`config.mk`:
```
export PLATFORM = sky130hd
export DESIGN_NAME = regFile
export DESIGN_NICKNAME = d
export VERILOG_FILES = /design/src/rvIsa_pkg.sv /design/src/rvPipe_pkg.sv /design/src/regFile.sv
export SDC_FILE = /design/constraint.sdc
export NUM_CORES = 2
export LEC_CHECK = 0
export ABC_CLOCK_PERIOD_IN_PS = 29500
export BUFFER_PORTS_ARGS = -buffer_cell sky130_fd_sc_hd__clkbuf_2
export CORE_MARGIN = 4
export CORE_UTILIZATION = 45
export DETAILED_ROUTE_END_ITERATION = 16
export GPL_TIMING_DRIVEN = 0
export PLACE_DENSITY = 0.61
export SLEW_MARGIN = 20
export SYNTH_ARGS = -nofsm -noshare
export SYNTH_HDL_FRONTEND = slang
export SYNTH_SLANG_ARGS = --single-unit
```
`constraint.sdc`:
```
create_clock -name clk -period 29.5 [get_ports clk]
set_input_delay 2.95 -clock clk [delete_from_list [all_inputs] [get_ports clk]]
set_output_delay 2.95 -clock clk [all_outputs]
set_load 0.02 [all_outputs]
```
`src/rvIsa_pkg.sv`:
```
package rvIsa_pkg;

    // Data and address word
    typedef logic [31:0] wordT;

    // Architectural register index
    typedef logic [4:0] regIdxT;

    // Instruction fields
    typedef logic [6:0] opcodeT;
    typedef logic [2:0] funct3T;

    // Major opcodes of the supported subset
    localparam opcodeT OP_REG   = 7'b0110011;
    localparam opcodeT OP_IMM   = 7'b0010011;
    localparam opcodeT OP_LOAD  = 7'b0000011;
    localparam opcodeT OP_STORE = 7'b0100011;

    // funct3 codes shared by OP_REG and OP_IMM
    localparam funct3T F3_ADD = 3'b000;
    localparam funct3T F3_SLT = 3'b010;
    localparam funct3T F3_XOR = 3'b100;
    localparam funct3T F3_OR  = 3'b110;
    localparam funct3T F3_AND = 3'b111;

    // Word access for LW and SW
    localparam funct3T F3_WORD = 3'b010;

    typedef enum logic [2:0] {
        ALU_ADD,
        ALU_SUB,
        ALU_AND,
        ALU_OR,
        ALU_XOR,
        ALU_SLT
    } aluOpT;

    typedef struct packed {
        aluOpT aluOp;
        logic  aluSrc;
        logic  memRead;
        logic  memWrite;
        logic  regWrite;
    } ctrlT;

endpackage

```
`src/rvPipe_pkg.sv`:
```
package rvPipe_pkg;

    typedef struct packed {
        logic            valid;
        rvIsa_pkg::wordT pc;
        rvIsa_pkg::wordT instr;
    } ifIdT;

    typedef struct packed {
        logic              valid;
        rvIsa_pkg::ctrlT   ctrl;
        rvIsa_pkg::regIdxT rs1;
        rvIsa_pkg::regIdxT rs2;
        rvIsa_pkg::regIdxT rd;
        rvIsa_pkg::wordT   op1;
        rvIsa_pkg::wordT   op2;
        rvIsa_pkg::wordT   imm;
    } idExT;

    typedef struct packed {
        logic              valid;
        logic              regWrite;
        logic              memRead;
        logic              memWrite;
        rvIsa_pkg::regIdxT rd;
        rvIsa_pkg::wordT   aluResult;
        rvIsa_pkg::wordT   storeData;
    } exMemT;

    // MEM/WB contents, also the register write port and second forward source
    typedef struct packed {
        logic              valid;
        logic              regWrite;
        rvIsa_pkg::regIdxT rd;
        rvIsa_pkg::wordT   value;
    } wbT;

    typedef struct packed {
        logic              valid;
        rvIsa_pkg::regIdxT rd;
        rvIsa_pkg::wordT   value;
    } retireT;

    // Instruction memory load, addr is a word index
    typedef struct packed {
        logic            we;
        rvIsa_pkg::wordT addr;
        rvIsa_pkg::wordT data;
    } progLoadT;

endpackage
```
`src/regFile.sv`:
```
`timescale 1ns/1ps

module regFile (
    input  logic              clk,
    input  logic              reset,
    input  rvIsa_pkg::regIdxT i_rs1,
    input  rvIsa_pkg::regIdxT i_rs2,
    input  rvPipe_pkg::wbT    i_wb,
    output rvIsa_pkg::wordT   o_rdata1,
    output rvIsa_pkg::wordT   o_rdata2
);

    rvIsa_pkg::wordT regs [32];

    logic wrEn;

    assign wrEn = i_wb.valid && i_wb.regWrite && (i_wb.rd != '0);

    // x0 reads zero, a write in flight to the same index is passed through
    function automatic rvIsa_pkg::wordT readPort(
        input rvIsa_pkg::regIdxT idx,
        input rvIsa_pkg::wordT   stored,
        input logic              wen,
        input rvPipe_pkg::wbT    wb
    );
        rvIsa_pkg::wordT result;
        if (idx == '0) begin
            result = '0;
        end else if (wen && (wb.rd == idx)) begin
            result = wb.value;
        end else begin
            result = stored;
        end
        return result;
    endfunction

    always_ff @(posedge clk or posedge reset) begin
        if (reset) begin
            for (int i = 0; i < 32; i++) begin
                regs[i] <= '0;
            end
        end else if (wrEn) begin
            regs[i_wb.rd] <= i_wb.value;
        end
    end

    assign o_rdata1 = readPort(i_rs1, regs[i_rs1], wrEn, i_wb);
    assign o_rdata2 = readPort(i_rs2, regs[i_rs2], wrEn, i_wb);

endmodule

```
### After elaboration in Yosys (flattened, before gate mapping)

Cells that the tools add are included.

| storage, ports and cells | value |
|---|---|
| bits in registers | 1,024 |
| input bits | 51 |
| word-level logic and storage cells | 62 |

| operators by class | value |
|---|---|
| magnitude comparators | 4 |
| equality and inequality tests | 2 |
| multiplexer cells | 13 |
| bitwise operators | 3 |
| reduce and logical (&&, ||, !) cells | 8 |

Operators by type and width:

| cell | count |
|---|---|
| 1024-bit bitwise mux | 1 |
| 32-bit binary-select mux with 5-bit select | 2 |
| 32-bit 2-to-1 mux | 9 |
| 32-bit demux with 5-bit select | 1 |
| 6-bit >= comparator, second input constant | 3 |
| 5-bit NOT with 6-bit output | 3 |
| 5-bit equality test | 2 |
| 5-bit logical NOT | 2 |
| 6-bit by 1-bit less-than comparator with 1-bit output, second input constant | 1 |
| 1-bit logical AND | 5 |
| 5-bit nonzero test | 1 |

### Logic depth before layout (Yosys ltp)

| depth | value |
|---|---|
| depth after elaboration | 6 |
| gate-level depth with buffers | 11 |

### Worst setup path before layout

Ideal clock, no wire load.

| timing path | value |
|---|---|
| path type | input to output |
| start point | in i_wb[34] (netlist bit) |
| end point | out o_rdata2[11] |
| data arrival time | 4.929 ns |
| required time | 26.550 ns |
| path slack | 21.621 ns |
| stages on the path | 8 |
| path through | buf_2 > xor2_1 > or4_4 > or4_1 > buf_2 > o41ai_1 > a21oi_1 > nor3_1 |

| on the way | value |
|---|---|
| longest elaborated chain between the ends | 5 |
| elaborated cells on any way between the ends | 6 |
| classes of those cells | 1 x eq/ne; 2 x mux; 3 x reduce/logical |

Ends and longest elaborated chain:

| what | line | RTL |
|---|---|---|
| start, declared | regFile.sv:8 | `input rvPipe_pkg::wbT i_wb,` |
| 5-bit nonzero test | regFile.sv:17 | `assign wrEn = i_wb.valid && i_wb.regWrite && (i_wb.rd != '0);` |
| 1-bit logical AND | regFile.sv:17 |  |
| 1-bit logical AND (*) | regFile.sv:29 | `end else if (wen && (wb.rd == idx)) begin` |
| 32-bit 2-to-1 mux (*) | regFile.sv:29 |  |
| 32-bit 2-to-1 mux (*) | regFile.sv:27 | `if (idx == '0) begin` |
| end, declared | regFile.sv:10 | `output rvIsa_pkg::wordT o_rdata2` |

Mark *: on every way between the ends. The rest lies on a longest branch, timed or not.

### Worst setup path in the final report

| timing path | value |
|---|---|
| start point | in i_rs1[2] |
| end point | out o_rdata1[29] |

| on the way | value |
|---|---|
| longest elaborated chain between the ends | 6 |
| elaborated cells on any way between the ends | 9 |
| classes of those cells | 1 x eq/ne; 5 x mux; 1 x bitwise; 2 x reduce/logical |

Ends and longest elaborated chain:

| what | line | RTL |
|---|---|---|
| start, declared | regFile.sv:6 | `input rvIsa_pkg::regIdxT i_rs1,` |
| 5-bit NOT with 6-bit output (not written as such) | regFile.sv:47 | `assign o_rdata1 = readPort(i_rs1, regs[i_rs1], wrEn, i_wb);` |
| 32-bit binary-select mux with 5-bit select | regFile.sv:47 |  |
| 32-bit 2-to-1 mux (not written as such) (2 in series) | regFile.sv:47 |  |
| 32-bit 2-to-1 mux | regFile.sv:29 |  |
| 32-bit 2-to-1 mux (*) | regFile.sv:27 |  |
| end, declared | regFile.sv:9 | `output rvIsa_pkg::wordT o_rdata1,` |

Mark *: on every way between the ends. The rest lies on a longest branch, timed or not. The select of a mux whose other input is x is not followed.

==> impl_metrics.py <==
metrics = {
    "setup_path": {
        "worstSetupPathType": "input port to output pin",
        "crit_fanout": 10,
        "cp_slowest_cell": "buf_1",
        "crit_top_cell": "clkbuf_2",
        "crit_cells": 11,
        "r2r_start": "regs[114]",
        "ff2ff_path_depth": 1,
        "worst_setup_path_end_kind": "output pin",
        "critPathMaxStageDelay_ps": 1000,
        "path_buf_inv": 7,
        "cp-startpoint": "i_rs1[2]",
        "startpoint_type": "input port",
        "worst-r2r-setup-slack_ps": 28660,
        "cp_cell_sequence": "clkbuf_2 -> buf_2 -> buf_1 -> clkbuf_2 -> buf_16 -> clkbuf_1 -> o21ai_0 -> nand2_1 -> nand2_1 -> a21oi_1 -> clkbuf_2",
        "crit_family": "buffers and inverters",
        "arrival_ps": 7570,
        "critPathRequiredTime_ps": 26550,
    },
    "global_route": {
        "grt_max_degree": 34,
        "antenna_found_initial": 21,
        "grtUsageTotal": 0.437,
        "gr-total-overflow": 0,
        "grt_pass1_vias": 42200,
        "grt_pass1_wl_mm": 374,
    },
    "clock_tree": {
        "insertion_delay_ps": 780,
        "cts_setup_buffers": 0,
        "path_clk_slew_ps": 60,
        "cts_max_level": 3,
        "cts_max_path_buffers": 3,
        "cts_num_sinks": 1024,
        "cts.root.buffer_cell": "clkbuf_16",
        "ctsResizeCount": 0,
        "cts_buffers": 114,
        "cts_tree": "yes",
        "hold_buffers": 0,
    },
    "sta": {
        "setup_viol": 0,
        "clock.fmax_mhz": 95.1,
        "tightest_slew_ps": 1420,
        "tns_ps": 0,
        "post-route-min-period_ps": 10520,
        "drv_slew": 0,
        "rsz0062_at_grt": "false",
        "skew_ps": 0,
        "max_slew_margin": 0.0549,
        "final_hold_viol_count": 0,
        "fin_crit_sh": 0.357,
    },
    "synthesis": {
        "synth_mux_area_frac": 0.409,
        "yosysUniqueCellTypes": 63,
        "netlist_instances": 3988,
        "synth_most_common_cell": "mux2_2",
        "synthAdderAreaFrac": 0,
        "ys_seq_elements": 1024,
        "ys_top_cells_by_area": "dfrtp_1 46%, mux2_2 21%, mux4_2 16%",
        "syn-num-nets": 4039,
        "ys.flop_type": "dfrtp_1",
        "synth_edf_count": 0,
        "syn_avg_cell_area_um2": 13.8,
        "synthTopCellsByCount": "1028 x mux2_2, 1024 x dfrtp_1, 383 x mux4_2, 274 x clkbuf_1, 239 x mux2i_1",
        "ys_warn_count": 0,
        "synth_top_area_cell": "dfrtp_1",
        "synthArstFlopShare": 1.00,
        "synthXorXnorAreaFrac": 0.00159,
        "synth_top_family_by_area": "multiplexers",
        "syn_area_um2": 55200,
        "netlist.area_leader.share": 0.464,
        "synth_compound_area_frac": 0.0525,
        "synth_seq_area_share": 0.464,
        "yosys.area_share.simple": 0.0366,
    },
    "die": {
        "rows": 128,
        "die_w_um": 358,
        "initial_utilization": 0.453,
        "ios": 115,
        "core_um2": 122000,
        "die_y_um": 358,
        "die_area_um2": 128000,
    },
    "drt": {
        "drt_wl_total_mm": 282,
        "vias": 44400,
        "viasPerCell": 7.38,
        "wl_met1_mm": 97.9,
        "wl_met2_mm": 112,
        "wl_met3_mm": 43.8,
        "routedWlPerCell_um": 46.9,
        "firstDrtPassIters": 6,
        "drc_errors": 0,
        "ant_nets": 0,
        "routed.top_layer": "met5",
        "drtIter0Drc": 7363,
    },
    "final_layout": {
        "syn2layout_area_growth_pct": 14.6,
        "regMostFlops": "regs",
        "largest_register_ffs": 1024,
        "drive_gt1_frac": 0.465,
        "fin_nets": 4327,
        "top_regs": "regs (1024)",
        "post-route-util": 0.519,
    },
    "placed_design": {
        "port_buffers": 105,
        "gp_congestion": 1.06,
        "hpwl_mm": 191,
    },
    "min_path": {
        "hold_class": "register to register",
        "min_from": "regs[998]",
        "hold_depth": 1,
    },
    "pwr": {
        "ir_worst_vdd_mv": 0.0560,
        "leakagePower_uw": 0.0286,
        "power_density_nw_per_um2": 64.0,
    },
    "flow_run": {
        "cap_violations": 0,
    },
    "outcome": {
        "outcome": "complete, no violations",
    },
}
-- cells by family after synthesis --
logic type,after synthesis
AO/OA/AOI/OAI,417
XOR/XNOR,10
buffers and inverters,455
flip-flops,1024
multiplexers,1650
AND/OR/NAND/NOR,432
-- metal layers --
metal | vias up | GRT usage
li1 | 15900 | -
met1 | 23200 | 0.532
met2 | 4077 | 0.586
met3 | 1206 | 0.219
met4 | 13 | 0.340
met5 | - | 0.0102
-- layout by cell type, fill, tap and decap left out, types with 57 or more instances in the layout --
cell type and count:
dfrtp_1 1024, a21oi_1 66, nand2_1 157, o21ai_0 77
nor3_1 79, clkbuf_16 114, mux2i_1 239, a221oi_1 57
clkbuf_1 212, o22ai_1 66, mux4_2 383, buf_2 117
nor2_1 87, clkbuf_2 193, mux2_2 1028
-- worst paths after layout --
check	endpoint
worst max-delay path	o_rdata1[29]
worst min-delay path	regs[998]
worst max register to register	regs[114]
worst min register to register	regs[998]
max in group asynchronous	regs[874]
min in group asynchronous	regs[854]
-- report_power, final --
part,leakage [uW],switching (uW),internal (uW),total [uW]
registers,0.0136,138,1580,1720
logic,0.0130,417,359,776
clock network,0.00194,656,895,1550
total,0.0286,1210,2840,4050
-- final cells by class --
| type | instances | area, um^2 |
|---|---|---|
| Clock inverter | 45 | 661 |
| Timing Repair Buffer | 172 | 1830 |
| Fill cell | 10400 | 58600 |
| Tap cell | 1625 | 2030 |
| Clock buffer | 166 | 3320 |
| Multi-Input combinational cell | 2509 | 27600 |
| Buffer | 447 | 2090 |
| Antenna cell | 21 | 52.6 |
| Sequential cell | 1024 | 25600 |
| Inverter | 8 | 33.8 |
-- metrics by stage --
step	setup WS, ps	hold slack (ps)	instances	total power [uW]	cell area [um^2]
2_1_floorplan	12440	441	3988	2190	55200
3_3_place_gp	5730	454	5718	2450	57800
3_5_place_dp	19370	466	5783	2480	59200
4_1_cts	19350	482	5994	4000	63200
5_1_grt	19320	499	5998	4130	63200
6_report	18980	482	6017	4050	63300
No activity file was read; power rests on OpenSTA's default activity.
