**config.mk**
```make
export PLATFORM = sky130hd
export DESIGN_NAME = executeStage
export DESIGN_NICKNAME = d
export VERILOG_FILES = /design/src/rvIsa_pkg.sv /design/src/rvPipe_pkg.sv /design/src/executeStage.sv
export SDC_FILE = /design/constraint.sdc
export NUM_CORES = 1
export LEC_CHECK = 0
export BUFFER_PORTS_ARGS = -buffer_cell sky130_fd_sc_hd__buf_2
export CORE_UTILIZATION = 40
export CTS_BUF_LIST = sky130_fd_sc_hd__clkbuf_8
export CTS_CLUSTER_DIAMETER = 80
export DETAILED_ROUTE_END_ITERATION = 6
export GPL_TIMING_DRIVEN = 0
export PLACE_DENSITY_LB_ADDON = 0.15
export SLEW_MARGIN = 20
export SYNTH_ARGS = -nofsm -noshare
export SYNTH_HDL_FRONTEND = slang
export SYNTH_SLANG_ARGS = --single-unit
```
**constraint.sdc**
```tcl
create_clock -name clk -period 12.2 [get_ports clk]
set_clock_uncertainty 0.05 [all_clocks]
set_input_delay 3.66 -clock clk [delete_from_list [all_inputs] [get_ports clk]]
set_output_delay 3.66 -clock clk [all_outputs]
set_load 0.02 [all_outputs]
```
**src/rvIsa_pkg.sv**
```systemverilog
package rvIsa_pkg;

    // Data and address word
    typedef logic [31:0] wordT;

    // Architectural register index
    typedef logic [4:0] regIdxT;

    // Instruction fields
    typedef logic [6:0] opcodeT;
    typedef logic [2:0] funct3T;

    // Major opcodes of the supported subset
    localparam opcodeT OP_REG   = 7'b0110011;
    localparam opcodeT OP_IMM   = 7'b0010011;
    localparam opcodeT OP_LOAD  = 7'b0000011;
    localparam opcodeT OP_STORE = 7'b0100011;

    // funct3 codes shared by OP_REG and OP_IMM
    localparam funct3T F3_ADD = 3'b000;
    localparam funct3T F3_SLT = 3'b010;
    localparam funct3T F3_XOR = 3'b100;
    localparam funct3T F3_OR  = 3'b110;
    localparam funct3T F3_AND = 3'b111;

    // Word access for LW and SW
    localparam funct3T F3_WORD = 3'b010;

    typedef enum logic [2:0] {
        ALU_ADD,
        ALU_SUB,
        ALU_AND,
        ALU_OR,
        ALU_XOR,
        ALU_SLT
    } aluOpT;

    typedef struct packed {
        aluOpT aluOp;
        logic  aluSrc;
        logic  memRead;
        logic  memWrite;
        logic  regWrite;
    } ctrlT;

endpackage

```
**src/rvPipe_pkg.sv**
```systemverilog
package rvPipe_pkg;

    typedef struct packed {
        logic            valid;
        rvIsa_pkg::wordT pc;
        rvIsa_pkg::wordT instr;
    } ifIdT;

    typedef struct packed {
        logic              valid;
        rvIsa_pkg::ctrlT   ctrl;
        rvIsa_pkg::regIdxT rs1;
        rvIsa_pkg::regIdxT rs2;
        rvIsa_pkg::regIdxT rd;
        rvIsa_pkg::wordT   op1;
        rvIsa_pkg::wordT   op2;
        rvIsa_pkg::wordT   imm;
    } idExT;

    typedef struct packed {
        logic              valid;
        logic              regWrite;
        logic              memRead;
        logic              memWrite;
        rvIsa_pkg::regIdxT rd;
        rvIsa_pkg::wordT   aluResult;
        rvIsa_pkg::wordT   storeData;
    } exMemT;

    // MEM/WB contents, also the register write port and second forward source
    typedef struct packed {
        logic              valid;
        logic              regWrite;
        rvIsa_pkg::regIdxT rd;
        rvIsa_pkg::wordT   value;
    } wbT;

    typedef struct packed {
        logic              valid;
        rvIsa_pkg::regIdxT rd;
        rvIsa_pkg::wordT   value;
    } retireT;

    // Instruction memory load, addr is a word index
    typedef struct packed {
        logic            we;
        rvIsa_pkg::wordT addr;
        rvIsa_pkg::wordT data;
    } progLoadT;

endpackage
```
**src/executeStage.sv**
```systemverilog
`timescale 1ns/1ps

module executeStage (
    input  logic              clk,
    input  logic              reset,
    input  rvPipe_pkg::idExT  i_idEx,
    input  rvPipe_pkg::wbT    i_wb,
    output rvPipe_pkg::exMemT o_exMem
);

    rvPipe_pkg::exMemT exMem;
    rvIsa_pkg::wordT   rs1Val;
    rvIsa_pkg::wordT   rs2Val;
    rvIsa_pkg::wordT   aluB;
    rvIsa_pkg::wordT   aluResult;

    function automatic logic fwdHit(
        input logic              srcValid,
        input logic              srcRegWrite,
        input rvIsa_pkg::regIdxT srcRd,
        input rvIsa_pkg::regIdxT rs
    );
        return srcValid && srcRegWrite && (srcRd != '0) && (srcRd == rs);
    endfunction

    // Youngest producer wins, so EX/MEM is checked before writeback
    always_comb begin
        if (fwdHit(exMem.valid, exMem.regWrite, exMem.rd, i_idEx.rs1)) begin
            rs1Val = exMem.aluResult;
        end else if (fwdHit(i_wb.valid, i_wb.regWrite, i_wb.rd, i_idEx.rs1)) begin
            rs1Val = i_wb.value;
        end else begin
            rs1Val = i_idEx.op1;
        end

        if (fwdHit(exMem.valid, exMem.regWrite, exMem.rd, i_idEx.rs2)) begin
            rs2Val = exMem.aluResult;
        end else if (fwdHit(i_wb.valid, i_wb.regWrite, i_wb.rd, i_idEx.rs2)) begin
            rs2Val = i_wb.value;
        end else begin
            rs2Val = i_idEx.op2;
        end
    end

    assign aluB = i_idEx.ctrl.aluSrc ? i_idEx.imm : rs2Val;

    always_comb begin
        case (i_idEx.ctrl.aluOp)
            rvIsa_pkg::ALU_ADD: aluResult = rs1Val + aluB;
            rvIsa_pkg::ALU_SUB: aluResult = rs1Val - aluB;
            rvIsa_pkg::ALU_AND: aluResult = rs1Val & aluB;
            rvIsa_pkg::ALU_OR:  aluResult = rs1Val | aluB;
            rvIsa_pkg::ALU_XOR: aluResult = rs1Val ^ aluB;
            // Signed compare for SLT and SLTI
            rvIsa_pkg::ALU_SLT: aluResult = {31'd0, $signed(rs1Val) < $signed(aluB)};
            default:            aluResult = '0;
        endcase
    end

    always_ff @(posedge clk or posedge reset) begin
        if (reset) begin
            exMem <= '0;
        end else begin
            exMem.valid     <= i_idEx.valid;
            exMem.regWrite  <= i_idEx.ctrl.regWrite;
            exMem.memRead   <= i_idEx.ctrl.memRead;
            exMem.memWrite  <= i_idEx.ctrl.memWrite;
            exMem.rd        <= i_idEx.rd;
            exMem.aluResult <= aluResult;
            exMem.storeData <= rs2Val;
        end
    end

    assign o_exMem = exMem;

endmodule

```
* After elaboration in Yosys (flattened, before gate mapping)
Index checks and enable logic that the tools add are counted.
** Storage, ports and cells
- Flip-flop bits (word level) :: 73
- Logic and storage cells :: 39
** Operators by class
- Equality and inequality tests :: 9
- Add/subtract/negate cells :: 2
- Reduce and logical (&&, ||, !) cells :: 11
- Muxes and demuxes :: 6
- Order comparisons :: 1
- Bitwise logic cells :: 3
** Operator list (number)
- case mux 32 bit (6 select lines) :: 1
- 2-to-1 mux 32 bit :: 5
- adder 32 bit :: 1
- AND 32 bit :: 1
- < comparator 32 bit :: 1
- bitwise OR 32 bit :: 1
- subtractor 32 bit :: 1
- XOR 32 bit :: 1
- equality test 5 bit :: 4
- nonzero test 5 bit :: 2
- logical AND 1 bit :: 8
- equality test 3 x 2 -> 1 bit, second input constant :: 2
- equality test 3 bit, second input constant :: 2
- equality test 3 x 1 -> 1 bit, second input constant :: 1
- logical NOT 3 bit :: 1

* Logic depth before layout (Yosys ltp)
- Word-level depth :: 8
- Mapped depth :: 21
- Mapped depth without buffers :: 20

* Worst setup path after synthesis
Ideal clock, no wire load.
- Path kind :: input to register
- From :: input i_wb[32] in the netlist's numbering
- To :: register exMem, in the netlist o_exMem[62]
- Cell stages on the path :: 19
- Setup slack :: 4170 ps
- Required time :: 12068 ps
- Arrival :: 7898 ps
- Library setup time :: 82 ps
- Cells stage by stage :: or3_1 -> o311a_1 -> nand4_1 -> buf_2 -> mux2i_1 -> a21oi_1 -> mux2_2 -> ha_1 -> fa_1 -> a21o_1 -> a221o_1 -> o211ai_2 -> nand3_1 -> a31o_1 -> a21bo_1 -> a221o_1 -> o21ai_1 -> a2111oi_1 -> a31oi_1
** On the way
- Longest elaborated chain between the ends :: 8
** Ends and longest elaborated chain
- from (decl) :: line executeStage.sv:7 : input rvPipe_pkg::wbT i_wb,
- nonzero test 5 bit :: line executeStage.sv:23 : return srcValid && srcRegWrite && (srcRd != '0) && (srcRd == rs);
- logical AND 1 bit :: line executeStage.sv:23
- logical AND 1 bit * :: line executeStage.sv:23
- 2-to-1 mux 32 bit * :: line executeStage.sv:38 : end else if (fwdHit(i_wb.valid, i_wb.regWrite, i_wb.rd, i_idEx.rs2)) begin
- 2-to-1 mux 32 bit * :: line executeStage.sv:36 : if (fwdHit(exMem.valid, exMem.regWrite, exMem.rd, i_idEx.rs2)) begin
- named net rs2Val[0] :: line executeStage.sv:13 : rvIsa_pkg::wordT rs2Val;
- 2-to-1 mux 32 bit * :: line executeStage.sv:45 : assign aluB = i_idEx.ctrl.aluSrc ? i_idEx.imm : rs2Val;
- subtractor 32 bit or adder 32 bit (tied branches) :: line executeStage.sv:50, executeStage.sv:49
- case mux 32 bit (6 select lines) * :: line executeStage.sv:48 : case (i_idEx.ctrl.aluOp)
- named net aluResult[30] :: line executeStage.sv:15 : rvIsa_pkg::wordT aluResult;
- to (decl) :: line executeStage.sv:11 : rvPipe_pkg::exMemT exMem;
Mark *: on every way through the listed nets, which the timed path passes. The rest lies on a longest branch.

* Worst setup path after layout
- From :: input i_wb[33] in the netlist's numbering
- To :: register exMem, in the netlist o_exMem[62]
** On the way
- Longest elaborated chain between the ends :: 8
** Ends and longest elaborated chain
- nonzero test 5 bit :: line executeStage.sv:23
- logical AND 1 bit (2 in a row) :: line executeStage.sv:23
- 2-to-1 mux 32 bit :: line executeStage.sv:38
- 2-to-1 mux 32 bit :: line executeStage.sv:36
- 2-to-1 mux 32 bit :: line executeStage.sv:45
- subtractor 32 bit (tied with other cells) :: line executeStage.sv:50 : rvIsa_pkg::ALU_SUB: aluResult = rs1Val - aluB;
- case mux 32 bit (6 select lines) * :: line executeStage.sv:48
- named net aluResult[30] :: line executeStage.sv:15
Marked as above.

==> out/metrics.yaml <==
status:
  status: "finished clean"
die:
  core-area_sq_um: 21300
  start_util: 0.414
  dieHeight_um: 150
  num_rows: 53
  pin_count: 233
  die_area_sq_um: 22600
  die_w_um: 150
finish:
  nNetsFinal: 1626
  final_cell_mix: "buf_2 (241), a21oi_1 (139), nor2_1 (134), ha_1 (101), inv_1 (97)"
  largest_reg_flops: 73
  fin_util: 0.495
  fill_cells: 2138
  finalInstanceArea_sq_um: 10500
  layout_commonest_cell: "buf_2"
  drive_above_1_share: 0.232
  insertedDiodeCount: 0
  area_growth_syn_to_layout_pct: 19.7
min_path:
  worstHoldEndpoint: "o_exMem[6]"
  whs_path_depth: 2
  min_from: "o_exMem[38]"
  min_path_type: "reg2reg"
clock_network:
  ctsHoldBuffers: 0
  cts_resized: 0
  clk_pin_slew_ns: 0.08
  cts.htree.levels: 3
  cts_tree: "done"
  clock-root-buffer: "clkbuf_8"
  cts_buffers: 9
  cts_buffer_depth: 2
  cts_num_sinks: 73
  clock_latency_ns: 0.40
  postCtsSetupBuffers: 0
place:
  io_buffers: 228
  gp_congestion: 0.945
  hpwl_mm: 27.9
  dpl-instance-area_sq_um: 10300
  place_ws_ns: 2.99
synth:
  postSynthAreaPerCell_sq_um: 7.84
  synth_nets: 1386
  synthMuxAreaShare: 0.125
  ys_seq_area_frac: 0.208
  syn_area_sq_um: 8800
  synth-compound-area-share: 0.263
  syn-instance-count: 1123
  synth-xor-area-share: 0.0388
  synthSimpleGateAreaFrac: 0.141
  async_flop_share: 1.00
  synth_cell_types: 78
  ys_warn_count: 0
  ys_dominant_reg_cell: "dfrtp_1"
  synth_top_family_by_area: "compound AO/OA/AOI/OAI gates"
  synth_seq_cells: 73
  synth_edf_count: 0
  synthAdderAreaFrac: 0.148
setup_path:
  path_buf_inv: 4
  timing.rr.start: "o_exMem[64]"
  slowest_delay_ns: 0.75
  required_ns: 12.41
  path_delay_family: "compound AO/OA/AOI/OAI gates"
  start_kind: "primary input"
  cp-end-kind: "flop"
  cp_cell_sequence: "buf_2, or3_1, o311a_1, nand4_1, nor3_1, buf_2, mux2i_1, a21oi_1, inv_1, ha_1, inv_1, fa_1, nor2b_1, o21a_1, o211ai_1, a21oi_2, o22ai_2, o221ai_1, a21oi_2, o211ai_1, a2111oi_1, a31oi_1"
  timing.rr.end: "o_exMem[62]"
  rrSetupSlack_ns: 5.98
  timing.critical_path.slowest_stage_cell: "nor3_1"
  ff2ff_path_depth: 20
  cp.arrival_ns: 9.10
  worst-setup-path-type: "in2reg"
  critPathMaxFanout: 10
timing:
  slew_violations: 0
  slew_headroom: 0.300
  setup-violations-final: 0
  finalSetupTns_ns: 0
  max_freq_mhz: 112
  final.setup.worst_slack_ns: 3.31
  finalCriticalPeriod_ns: 8.89
  rsz0062_at_grt: "no"
  hold_viol_final: 0
  worstMarginPinSlew_ns: 1.05
  period_share: 0.729
route:
  drtAntennaViolNets: 0
  dr_total_vias: 9371
  first_pass_iters: 5
  drc_errors: 0
  post_drt_wl_per_cell_um: 21.4
  viasPerCell: 5.70
  routed_wl_mm: 35.1
  drtIter0Drc: 804
grt:
  gr-total-overflow: 0
  grt_max_degree: 44
  antenna_found_initial: 0
  grt_pass1_vias: 8770
  track_usage: 0.307
  grt_pass1_wl_mm: 51.5
pwr:
  p_total_uw: 994
  leakage_uw: 0.00532
  power.density_nw_per_um2: 94.4
  peakVddDrop_mv: 0.0413
flow_run:
  maxCapViolCount: 0
-- per-stage QoR --
stage | hold slack (ns) | cells
after floorplan | 0.610 | 1123
after global placement | 0.524 | 1626
after detailed placement | 0.529 | 1627
after CTS | 0.534 | 1643
after global routing | 0.555 | 1643
final | 0.538 | 1643
-- worst max path at each step --
stage | startpoint | end | depth (start not counted)
after global routing | i_wb[33] | o_exMem[62] | 22
final | i_wb[33] | o_exMem[62] | 22
after floorplan | i_wb[32] | o_exMem[62] | 19
after global placement | i_wb[33] | o_exMem[62] | 22
after detailed placement | i_wb[33] | o_exMem[58] | 22
after CTS | i_wb[33] | o_exMem[62] | 22
-- synth_stat cells (all sizes together) (5+ instances only) --
cell     count  area (sq um)
nor3        22           115
a211oi      10          80.1
a2111oi      5          51.3
nand2b       5          31.3
o41ai        5          58.8
o21bai       9          67.6
nand3       11          55.1
a31oi        9          56.3
buf         25           121
xnor2       24           210
and2         5          31.3
a21o        13          97.6
o22ai       15           100
nand4        9          56.3
dfrtp       73          1830
o31a         7          61.3
o21ai       57           289
or2          6          37.5
inv        102           383
o21a         9          67.6
mux2i       74           741
o221ai       8          70.1
nand2       52           195
and3         6          37.5
a21oi      141           713
clkbuf      45           169
ha         101          1260
nor2       135           509
or3          6          37.5
xor2        15           131
o211ai      19           153
mux2        30           338
nor2b        9          56.3
o211a        5          50.1
-- layer usage --
layer / GRT usage / vias to the layer above / routed length (um)
li1: - / 4465 / -
met1: 0.418 / 4404 / 15800
met2: 0.497 / 433 / 15700
met3: 0.0415 / 69 / 2520
met4: 0.101 / 0 / 1010
met5: 0 / - / 0
-- cell families after synthesis --
| kind of cell | count (synthesis) |
|---|---|
| buf+inv | 172 |
| mux | 105 |
| compound gates | 355 |
| xor+xnor | 39 |
| flops | 73 |
| simple gates | 276 |
| fa+ha+maj | 103 |
-- worst register-to-register path, delay by kind of cell, from the launching register on --
kind / cells / cell delay, ns
AO/OA/AOI/OAI: 11 / 2.84
adder cells (fa/ha/maj): 2 / 0.62
buffers and inverters: 2 / 0.75
flip-flops: 1 / 0.46
multiplexers: 1 / 0.25
AND/OR/NAND/NOR: 4 / 1.14
-- final cells by class --
cell class / instances / area [sq um] / area share
clock inverters: 7 / 95.1 / 0.00903
well taps: 275 / 344 / 0.0327
repair buffers: 229 / 1170 / 0.111
clock buffers: 9 / 124 / 0.0118
flip-flops and latches: 73 / 1830 / 0.173
plain buffers: 70 / 290 / 0.0276
multi-input cells: 878 / 6300 / 0.598
inverters: 102 / 385 / 0.0366
-- where the power goes --
group	switching [uW]	total [uW]	internal [uW]
logic	305	485	180
registers	19.1	285	266
clock network	109	224	115
total	433	994	561
Note: power is estimated with default switching activity, not from simulation.
