## config.mk

```make
export PLATFORM = sky130hd
export DESIGN_NAME = decodeStage
export DESIGN_NICKNAME = d
export VERILOG_FILES = /design/src/rvIsa_pkg.sv /design/src/rvPipe_pkg.sv /design/src/decodeStage.sv
export SDC_FILE = /design/constraint.sdc
export NUM_CORES = 1
export LEC_CHECK = 0
export CORE_AREA = 2 2 101 103
export CTS_CLUSTER_DIAMETER = 200
export DETAILED_ROUTE_END_ITERATION = 8
export DIE_AREA = 0 0 103 105
export DONT_BUFFER_PORTS = 1
export HOLD_SLACK_MARGIN = 0.05
export PLACE_DENSITY_LB_ADDON = 0.12
export SLEW_MARGIN = 20
export SYNTH_ARGS = -nofsm -noshare
export SYNTH_HDL_FRONTEND = slang
export SYNTH_SLANG_ARGS = --single-unit
```

## constraint.sdc

```tcl
create_clock -name clk -period 3.5 [get_ports clk]
set_clock_uncertainty 0.2 [all_clocks]
set_input_delay 0.7 -clock clk [delete_from_list [all_inputs] [get_ports clk]]
set_output_delay 0.7 -clock clk [all_outputs]
set_load 0.02 [all_outputs]
```

## src/rvIsa_pkg.sv

```systemverilog
package rvIsa_pkg;

    // Data and address word
    typedef logic [31:0] wordT;

    // Architectural register index
    typedef logic [4:0] regIdxT;

    // Instruction fields
    typedef logic [6:0] opcodeT;
    typedef logic [2:0] funct3T;

    // Major opcodes of the supported subset
    localparam opcodeT OP_REG   = 7'b0110011;
    localparam opcodeT OP_IMM   = 7'b0010011;
    localparam opcodeT OP_LOAD  = 7'b0000011;
    localparam opcodeT OP_STORE = 7'b0100011;

    // funct3 codes shared by OP_REG and OP_IMM
    localparam funct3T F3_ADD = 3'b000;
    localparam funct3T F3_SLT = 3'b010;
    localparam funct3T F3_XOR = 3'b100;
    localparam funct3T F3_OR  = 3'b110;
    localparam funct3T F3_AND = 3'b111;

    // Word access for LW and SW
    localparam funct3T F3_WORD = 3'b010;

    typedef enum logic [2:0] {
        ALU_ADD,
        ALU_SUB,
        ALU_AND,
        ALU_OR,
        ALU_XOR,
        ALU_SLT
    } aluOpT;

    typedef struct packed {
        aluOpT aluOp;
        logic  aluSrc;
        logic  memRead;
        logic  memWrite;
        logic  regWrite;
    } ctrlT;

endpackage

```

## src/rvPipe_pkg.sv

```systemverilog
package rvPipe_pkg;

    typedef struct packed {
        logic            valid;
        rvIsa_pkg::wordT pc;
        rvIsa_pkg::wordT instr;
    } ifIdT;

    typedef struct packed {
        logic              valid;
        rvIsa_pkg::ctrlT   ctrl;
        rvIsa_pkg::regIdxT rs1;
        rvIsa_pkg::regIdxT rs2;
        rvIsa_pkg::regIdxT rd;
        rvIsa_pkg::wordT   op1;
        rvIsa_pkg::wordT   op2;
        rvIsa_pkg::wordT   imm;
    } idExT;

    typedef struct packed {
        logic              valid;
        logic              regWrite;
        logic              memRead;
        logic              memWrite;
        rvIsa_pkg::regIdxT rd;
        rvIsa_pkg::wordT   aluResult;
        rvIsa_pkg::wordT   storeData;
    } exMemT;

    // MEM/WB contents, also the register write port and second forward source
    typedef struct packed {
        logic              valid;
        logic              regWrite;
        rvIsa_pkg::regIdxT rd;
        rvIsa_pkg::wordT   value;
    } wbT;

    typedef struct packed {
        logic              valid;
        rvIsa_pkg::regIdxT rd;
        rvIsa_pkg::wordT   value;
    } retireT;

    // Instruction memory load, addr is a word index
    typedef struct packed {
        logic            we;
        rvIsa_pkg::wordT addr;
        rvIsa_pkg::wordT data;
    } progLoadT;

endpackage
```

## src/decodeStage.sv

```systemverilog
`timescale 1ns/1ps

module decodeStage (
    input  logic              clk,
    input  logic              reset,
    input  rvPipe_pkg::ifIdT  i_ifId,
    output rvIsa_pkg::regIdxT o_rs1,
    output rvIsa_pkg::regIdxT o_rs2,
    input  rvIsa_pkg::wordT   i_rdata1,
    input  rvIsa_pkg::wordT   i_rdata2,
    output logic              o_stall,
    output rvPipe_pkg::idExT  o_idEx
);

    rvIsa_pkg::opcodeT opcode;
    rvIsa_pkg::funct3T funct3;
    rvIsa_pkg::regIdxT rs1;
    rvIsa_pkg::regIdxT rs2;
    rvIsa_pkg::regIdxT rd;
    rvIsa_pkg::wordT   immI;
    rvIsa_pkg::wordT   immS;
    rvIsa_pkg::wordT   imm;
    rvIsa_pkg::ctrlT   ctrl;
    rvIsa_pkg::aluOpT  fnOp;
    logic              fnOk;
    logic              known;
    logic              usesRs2;
    logic              rawHit;
    rvPipe_pkg::idExT  idEx;

    assign opcode = i_ifId.instr[6:0];
    assign rd     = i_ifId.instr[11:7];
    assign funct3 = i_ifId.instr[14:12];
    assign rs1    = i_ifId.instr[19:15];
    assign rs2    = i_ifId.instr[24:20];

    assign immI = {{20{i_ifId.instr[31]}}, i_ifId.instr[31:20]};
    assign immS = {{20{i_ifId.instr[31]}}, i_ifId.instr[31:25], i_ifId.instr[11:7]};

    // ALU function shared by register and immediate forms
    always_comb begin
        fnOk = 1'b1;
        case (funct3)
            rvIsa_pkg::F3_ADD: fnOp = rvIsa_pkg::ALU_ADD;
            rvIsa_pkg::F3_SLT: fnOp = rvIsa_pkg::ALU_SLT;
            rvIsa_pkg::F3_XOR: fnOp = rvIsa_pkg::ALU_XOR;
            rvIsa_pkg::F3_OR:  fnOp = rvIsa_pkg::ALU_OR;
            rvIsa_pkg::F3_AND: fnOp = rvIsa_pkg::ALU_AND;
            default: begin
                fnOp = rvIsa_pkg::ALU_ADD;
                fnOk = 1'b0;
            end
        endcase
    end

    always_comb begin
        ctrl    = '0;
        known   = 1'b0;
        usesRs2 = 1'b0;
        imm     = immI;
        case (opcode)
            rvIsa_pkg::OP_REG: begin
                known         = fnOk;
                usesRs2       = 1'b1;
                ctrl.regWrite = 1'b1;
                // funct7 bit 5 turns ADD into SUB
                if ((funct3 == rvIsa_pkg::F3_ADD) && i_ifId.instr[30]) begin
                    ctrl.aluOp = rvIsa_pkg::ALU_SUB;
                end else begin
                    ctrl.aluOp = fnOp;
                end
            end
            rvIsa_pkg::OP_IMM: begin
                known         = fnOk;
                ctrl.aluOp    = fnOp;
                ctrl.aluSrc   = 1'b1;
                ctrl.regWrite = 1'b1;
            end
            rvIsa_pkg::OP_LOAD: begin
                known         = (funct3 == rvIsa_pkg::F3_WORD);
                ctrl.aluOp    = rvIsa_pkg::ALU_ADD;
                ctrl.aluSrc   = 1'b1;
                ctrl.memRead  = 1'b1;
                ctrl.regWrite = 1'b1;
            end
            rvIsa_pkg::OP_STORE: begin
                known         = (funct3 == rvIsa_pkg::F3_WORD);
                usesRs2       = 1'b1;
                imm           = immS;
                ctrl.aluOp    = rvIsa_pkg::ALU_ADD;
                ctrl.aluSrc   = 1'b1;
                ctrl.memWrite = 1'b1;
            end
            default: begin
                known = 1'b0;
            end
        endcase
    end

    // Load in ID/EX whose result the next instruction needs
    assign rawHit  = (idEx.rd == rs1) || (usesRs2 && (idEx.rd == rs2));
    assign o_stall = i_ifId.valid && known && idEx.valid && idEx.ctrl.memRead
                     && (idEx.rd != '0) && rawHit;

    always_ff @(posedge clk or posedge reset) begin
        if (reset) begin
            idEx <= '0;
        end else begin
            // Stalled or unsupported instructions leave a bubble
            idEx.valid <= i_ifId.valid && known && !o_stall;
            idEx.ctrl  <= ctrl;
            idEx.rs1   <= rs1;
            idEx.rs2   <= rs2;
            idEx.rd    <= rd;
            idEx.op1   <= i_rdata1;
            idEx.op2   <= i_rdata2;
            idEx.imm   <= imm;
        end
    end

    assign o_rs1  = rs1;
    assign o_rs2  = rs2;
    assign o_idEx = idEx;

endmodule

```

Yosys cells after proc, flatten, opt, wreduce, memory -nomap -nowiden
Cells that the tools add are included.
{"block": "word_totals", "reg_bits": 99, "inputBits": 131, "output_inout_bits": 130}
{"block": "op_classes", "n_eq_ne": 10, "muxes": 11, "n_reduce_logical": 18}
{"op": "7-bit by 6-bit == test with 1-bit output, second input constant", "count": 2}
{"op": "3-bit one-hot mux with 4 select lines", "count": 1}
{"op": "5-bit == test", "count": 2}
{"op": "3-bit == test, second input constant", "count": 3}
{"op": "1-bit logical AND", "count": 8}
{"op": "7-bit by 2-bit == test with 1-bit output, second input constant", "count": 1}
{"op": "7-bit by 5-bit == test with 1-bit output, second input constant", "count": 1}
{"op": "1-bit two-way mux", "count": 6}
{"op": "3-bit one-hot mux with 2 select lines", "count": 1}
{"op": "2-bit OR reduction", "count": 3}
{"op": "3-bit OR reduction", "count": 2}
{"op": "5-bit two-way mux", "count": 1}
{"op": "5-bit nonzero test", "count": 1}
{"op": "5-bit OR reduction", "count": 1}
{"op": "3-bit by 2-bit == test with 1-bit output, second input constant", "count": 1}
{"op": "3-bit logical NOT", "count": 1}
{"op": "3-bit two-way mux", "count": 1}
{"op": "1-bit one-hot mux with 2 select lines", "count": 1}
{"op": "1-bit logical NOT", "count": 1}
{"op": "1-bit logical OR", "count": 1}

Depth between registers and ports, before layout
{"block": "depth", "ltp_word": 11, "ltp_mapped": 5, "ltp_nobuf": 5}

Worst setup path before layout
No wires, ideal clock.
{"block": "synth_path", "kind": "input port to output port", "start": "input port i_ifId[6] (netlist bit)", "end": "output port o_stall", "t_arrival_ps": 1891, "required_ps": 2600, "path_slack_ps": 709, "cell_stages": 4, "path_buffers": 0, "path_cell_list": "or4_4 > nor4_2 > o21ai_1 > nor2_1"}
{"block": "synth_between", "elab_chain_len": 8, "word_cells_on_any_way": 16}
{"item": "start: declaration", "line": "decodeStage.sv:6", "rtl": "input rvPipe_pkg::ifIdT i_ifId,"}
{"item": "7-bit by 6-bit == test with 1-bit output, or another cell as far along", "line": "decodeStage.sv:61", "rtl": "case (opcode)"}
{"item": "2-bit OR reduction (no source line)"}
{"item": "1-bit one-hot mux with 2 select lines", "line": "decodeStage.sv:61"}
{"item": "1-bit logical AND (3 in series)", "line": "decodeStage.sv:102", "rtl": "assign o_stall = i_ifId.valid && known && idEx.valid && idEx.ctrl.memRead"}
{"item": "1-bit logical AND", "line": "decodeStage.sv:103", "rtl": "&& (idEx.rd != '0) && rawHit;"}
{"item": "1-bit logical AND *", "line": "decodeStage.sv:103"}
{"item": "end: declaration", "line": "decodeStage.sv:11", "rtl": "output logic o_stall,"}
Mark *: on every way between the ends. The rest lies on a longest branch, timed or not.

Final worst setup path
Same ends and word-level chain as after synthesis.

==> implementation parameters <==
Parameter                              Value

Logic synthesis
  Most area-hungry cell type in the Yosys netlist ... sky130_fd_sc_hd__dfrtp_1
  Flip-flop and latch count after synthesis ... 99
  Synth warn ... 0
  List of most frequent post-synthesis cells ... sky130_fd_sc_hd__dfrtp_1, sky130_fd_sc_hd__buf_4, sky130_fd_sc_hd__xnor2_1, sky130_fd_sc_hd__mux2_2, sky130_fd_sc_hd__nand2_1
  Netlist area before placement ... 3030 µm²
  Gate Count Post-Synth ... 175
  Dominant cell by count in the synthesized netlist ... sky130_fd_sc_hd__dfrtp_1
  Area share of the largest cell type after synthesis ... 81.8%
  Sequential area share after synthesis ... 81.8%
  Number of distinct library cells after synthesis ... 22
  Mean cell area of the mapped netlist ... 17.3 µm²
  Largest cells by area after synthesis ... sky130_fd_sc_hd__dfrtp_1, sky130_fd_sc_hd__buf_4, sky130_fd_sc_hd__xnor2_1, sky130_fd_sc_hd__mux2_2, sky130_fd_sc_hd__xor2_1
  Async SR Flop Fraction ... 100%
  Leading register cell type out of synthesis ... sky130_fd_sc_hd__dfrtp_1
  Nets in the synthesized netlist ... 306
  Post-synth EDFFs ... 0

Global route
  Met3 Resource Use GR ... 7.22%
  Total overflow reported by the global router ... 0
  Via count of the first global-routing pass ... 1446
  Global-route total usage across every layer ... 11.5%
  GRT met1 Usage ... 11.0%
  First-pass GRT wire length ... 8.78 mm
  Maximum number of pins on one net before global-route repair ... 66
  Global routing usage on met2 ... 19.3%
  Antenna violations before repair ... 0
  Layer carrying the most global-route usage ... met2

Timing
  Number of max-slew violations in the final report ... 0
  Setup tns final ... 0 ps
  Remaining max-slew budget at the tightest pin ... 22.7%
  Post-route fraction of the period consumed by the critical path ... 82.0%
  Final-layout worst hold slack ... 170 ps
  Setup slack of the critical path after layout ... 630 ps
  Hold violation total from the final report ... 0
  Time the final worst path needs with I/O delays and setup ... 2870 ps
  Setup-failing EPs final ... 0
  Upper clock frequency limit ... 348 MHz
  Slew at the pin closest to its max-slew limit ... 1170 ps
  Unrepaired setup endpoints after global routing ... false

Drt
  Wire length reported by the detailed router ... 6.17 mm
  Drt first-iter violations ... 50
  DRC violations left ... 0
  Count of TritonRoute iterations in the first routing pass ... 4
  Wirelength per Cell ... 20.8 µm
  Via density per instance ... 4.25
  Routed vias ... 1259
  Number of routed nets with antenna violations ... 0

Floorplanning
  X dimension of the die ... 103 µm
  Initial cell density of the core ... 31.4%
  Area of the die ... 10800 µm²
  Core area ... 9640 µm²
  Top-level port count ... 261
  Chip Height ... 105 µm
  Placement row count ... 36

Power
  Leakage Power ... 1.41 nW
  Power density over cell area ... 666 nW/µm²
  Maximum vdd drop ... 0.202 mV

Placement
  Number of port buffers ... 0
  Worst slack, placed ... 620 ps
  Total cell area at the placement stage ... 2990 µm²
  Routability-driven placement congestion ratio ... 0.722
  Detailed Place HPWL ... 4.73 mm
  Number of placed instances, taps included ... 280

Setup path
  Kind of cell with the highest combined delay on the critical path ... simple AND/OR/NAND/NOR gates
  Buffers & Inverters on Critical Path ... 0
  Startpoint types ... primary input
  Startpoint of the worst register-to-register path ... o_idEx[97]$_DFF_PP0_
  Peak fanout along the critical path ... 4
  Worst setup path startpoint ... i_ifId[6]
  Worst-path cell chain ... or4_4 > nor4_2 > o21ai_1 > nor2_1
  Worst-case register-to-register setup slack ... 1760 ps
  Data required, critical path ... 2600 ps
  Category of the critical setup timing path ... in -> out
  Capturing element type of the critical path ... output pin
  Highest cell delay on the worst timing path ... 560 ps
  Worst endpoint data arrival time ... 1970 ps
  Cell type of the slowest stage on the worst timing path ... sky130_fd_sc_hd__or4_4

Layout
  Layout fillers ... 951
  Layout Cells excl Fill ... 296
  Net count of the finished layout ... 289
  Layout Area Growth over Synthesis ... 5.99%
  Area taken by flip-flops and latches ... 2480 µm²
  Flip-flop count of the largest register after layout ... 99
  Combined area of the multi-input logic cells ... 314 µm²
  Area of all placed cells without fillers ... 3210 µm²
  Fraction of layout instances using a drive strength above 1 ... 16.0%
  Inserted Diodes ... 0

Hold path
  Class of the tightest hold or removal check ... in -> async

Clock network
  Clock tree from TritonCTS ... done
  CTS Hold Bufs ... 0
  H-tree depth ... 3
  Number of sinks handled by clock tree synthesis ... 99
  CTS buffer count ... 9
  Post-CTS Repair Setup Buffers ... 0
  Clock transition time at the flip-flop clock pins of the worst setup and hold paths ... 80 ps
  CTS resizes ... 0
  Clk Latency, worst-skew pair ... 350 ps
  Number of buffers on the longest clock path ... 2
  Clock root buffer ... sky130_fd_sc_hd__clkbuf_8

Run
  Number of max-capacitance violations reported ... 0

Outcome
  Outcome ... finished, final reports clean
## metrics by stage
step           util [%]  power (W)
4_1_cts            33.3    0.00218
3_5_place_dp       31.0    0.00139
2_1_floorplan         -    0.00140
3_3_place_gp       31.0    0.00138
6_report           33.3    0.00214
5_1_grt            33.3    0.00226
## kinds of logic (layout without fill, tap and decap cells)
family,count (synthesis),after routing,share of synthesized area [%]
buffers and inverters,33,21,7.81
AOI/OAI and AO/OA,5,5,1.16
muxes,5,5,1.86
DFF,99,99,81.8
xor gates and xnor gates,11,11,3.18
and+or+nand+nor,22,22,4.17
## cell type report
cell class / instances / share of cell area (%)
multi-input combinational: 43 / 9.79
clock buffer: 12 / 4.52
tap: 133 / 5.19
sequential: 99 / 77.3
inverter: 3 / 0.429
timing repair buffer: 2 / 0.468
clock inverter: 4 / 2.30
## power breakdown
group | switching [W] | internal (W) | leakage (nW)
clock | 0.000355 | 0.000423 | 0.111
sequential | 0.000117 | 0.00120 | 1.17
combinational | 0.0000296 | 0.0000149 | 0.129
## worst reg2reg max path: cells and delay by family, from the launching register on
family	cells	cell delay, ps
AOI/OAI and AO/OA	2	400
DFF	1	510
and+or+nand+nor	2	580
## routing by layer
metal	wire, µm	part of all wire (%)
met1	1810	29
met2	3350	54
met3	920	15
met4	89	1.4
met5	0	0
## worst paths after layout
check,end,cells past startpoint
min in group clk,o_idEx[98]$_DFF_PP0_,0
setup / recovery,o_stall,4
hold reg to reg,o_idEx[118]$_DFF_PP0_,3
setup reg to reg,o_idEx[118]$_DFF_PP0_,4
hold / removal,o_idEx[73]$_DFF_PP0_,1
max in group asynchronous,o_idEx[90]$_DFF_PP0_,2
## cell usage in the layout (no fill, tap or decap)
master                      synthesis  routed
sky130_fd_sc_hd__a22o_1             1       1
sky130_fd_sc_hd__inv_4              0       1
sky130_fd_sc_hd__inv_1              3       2
sky130_fd_sc_hd__dfrtp_4            0       1
sky130_fd_sc_hd__nand3_1            2       2
sky130_fd_sc_hd__nor4_1             1       1
sky130_fd_sc_hd__a31oi_1            1       1
sky130_fd_sc_hd__xnor2_1            7       7
sky130_fd_sc_hd__buf_4             30       2
sky130_fd_sc_hd__nand2_1            5       5
sky130_fd_sc_hd__clkinv_2           0       1
sky130_fd_sc_hd__a21oi_1            1       1
sky130_fd_sc_hd__dfrtp_1           99      98
sky130_fd_sc_hd__clkbuf_1           0       2
sky130_fd_sc_hd__nand4_1            1       1
sky130_fd_sc_hd__o21ai_1            1       1
sky130_fd_sc_hd__nor2_1             4       4
sky130_fd_sc_hd__mux2_2             5       5
sky130_fd_sc_hd__or3_1              1       1
sky130_fd_sc_hd__nor3_1             4       4
sky130_fd_sc_hd__nor2b_1            1       1
sky130_fd_sc_hd__xor2_1             4       4
sky130_fd_sc_hd__clkinv_4           0       1
sky130_fd_sc_hd__bufinv_16          0       2
sky130_fd_sc_hd__nor4_2             1       1
sky130_fd_sc_hd__nor2b_4            1       1
sky130_fd_sc_hd__o311a_1            1       1
sky130_fd_sc_hd__or4_4              1       1
sky130_fd_sc_hd__clkbuf_8           0      10
(Power assumes the default switching activity.)
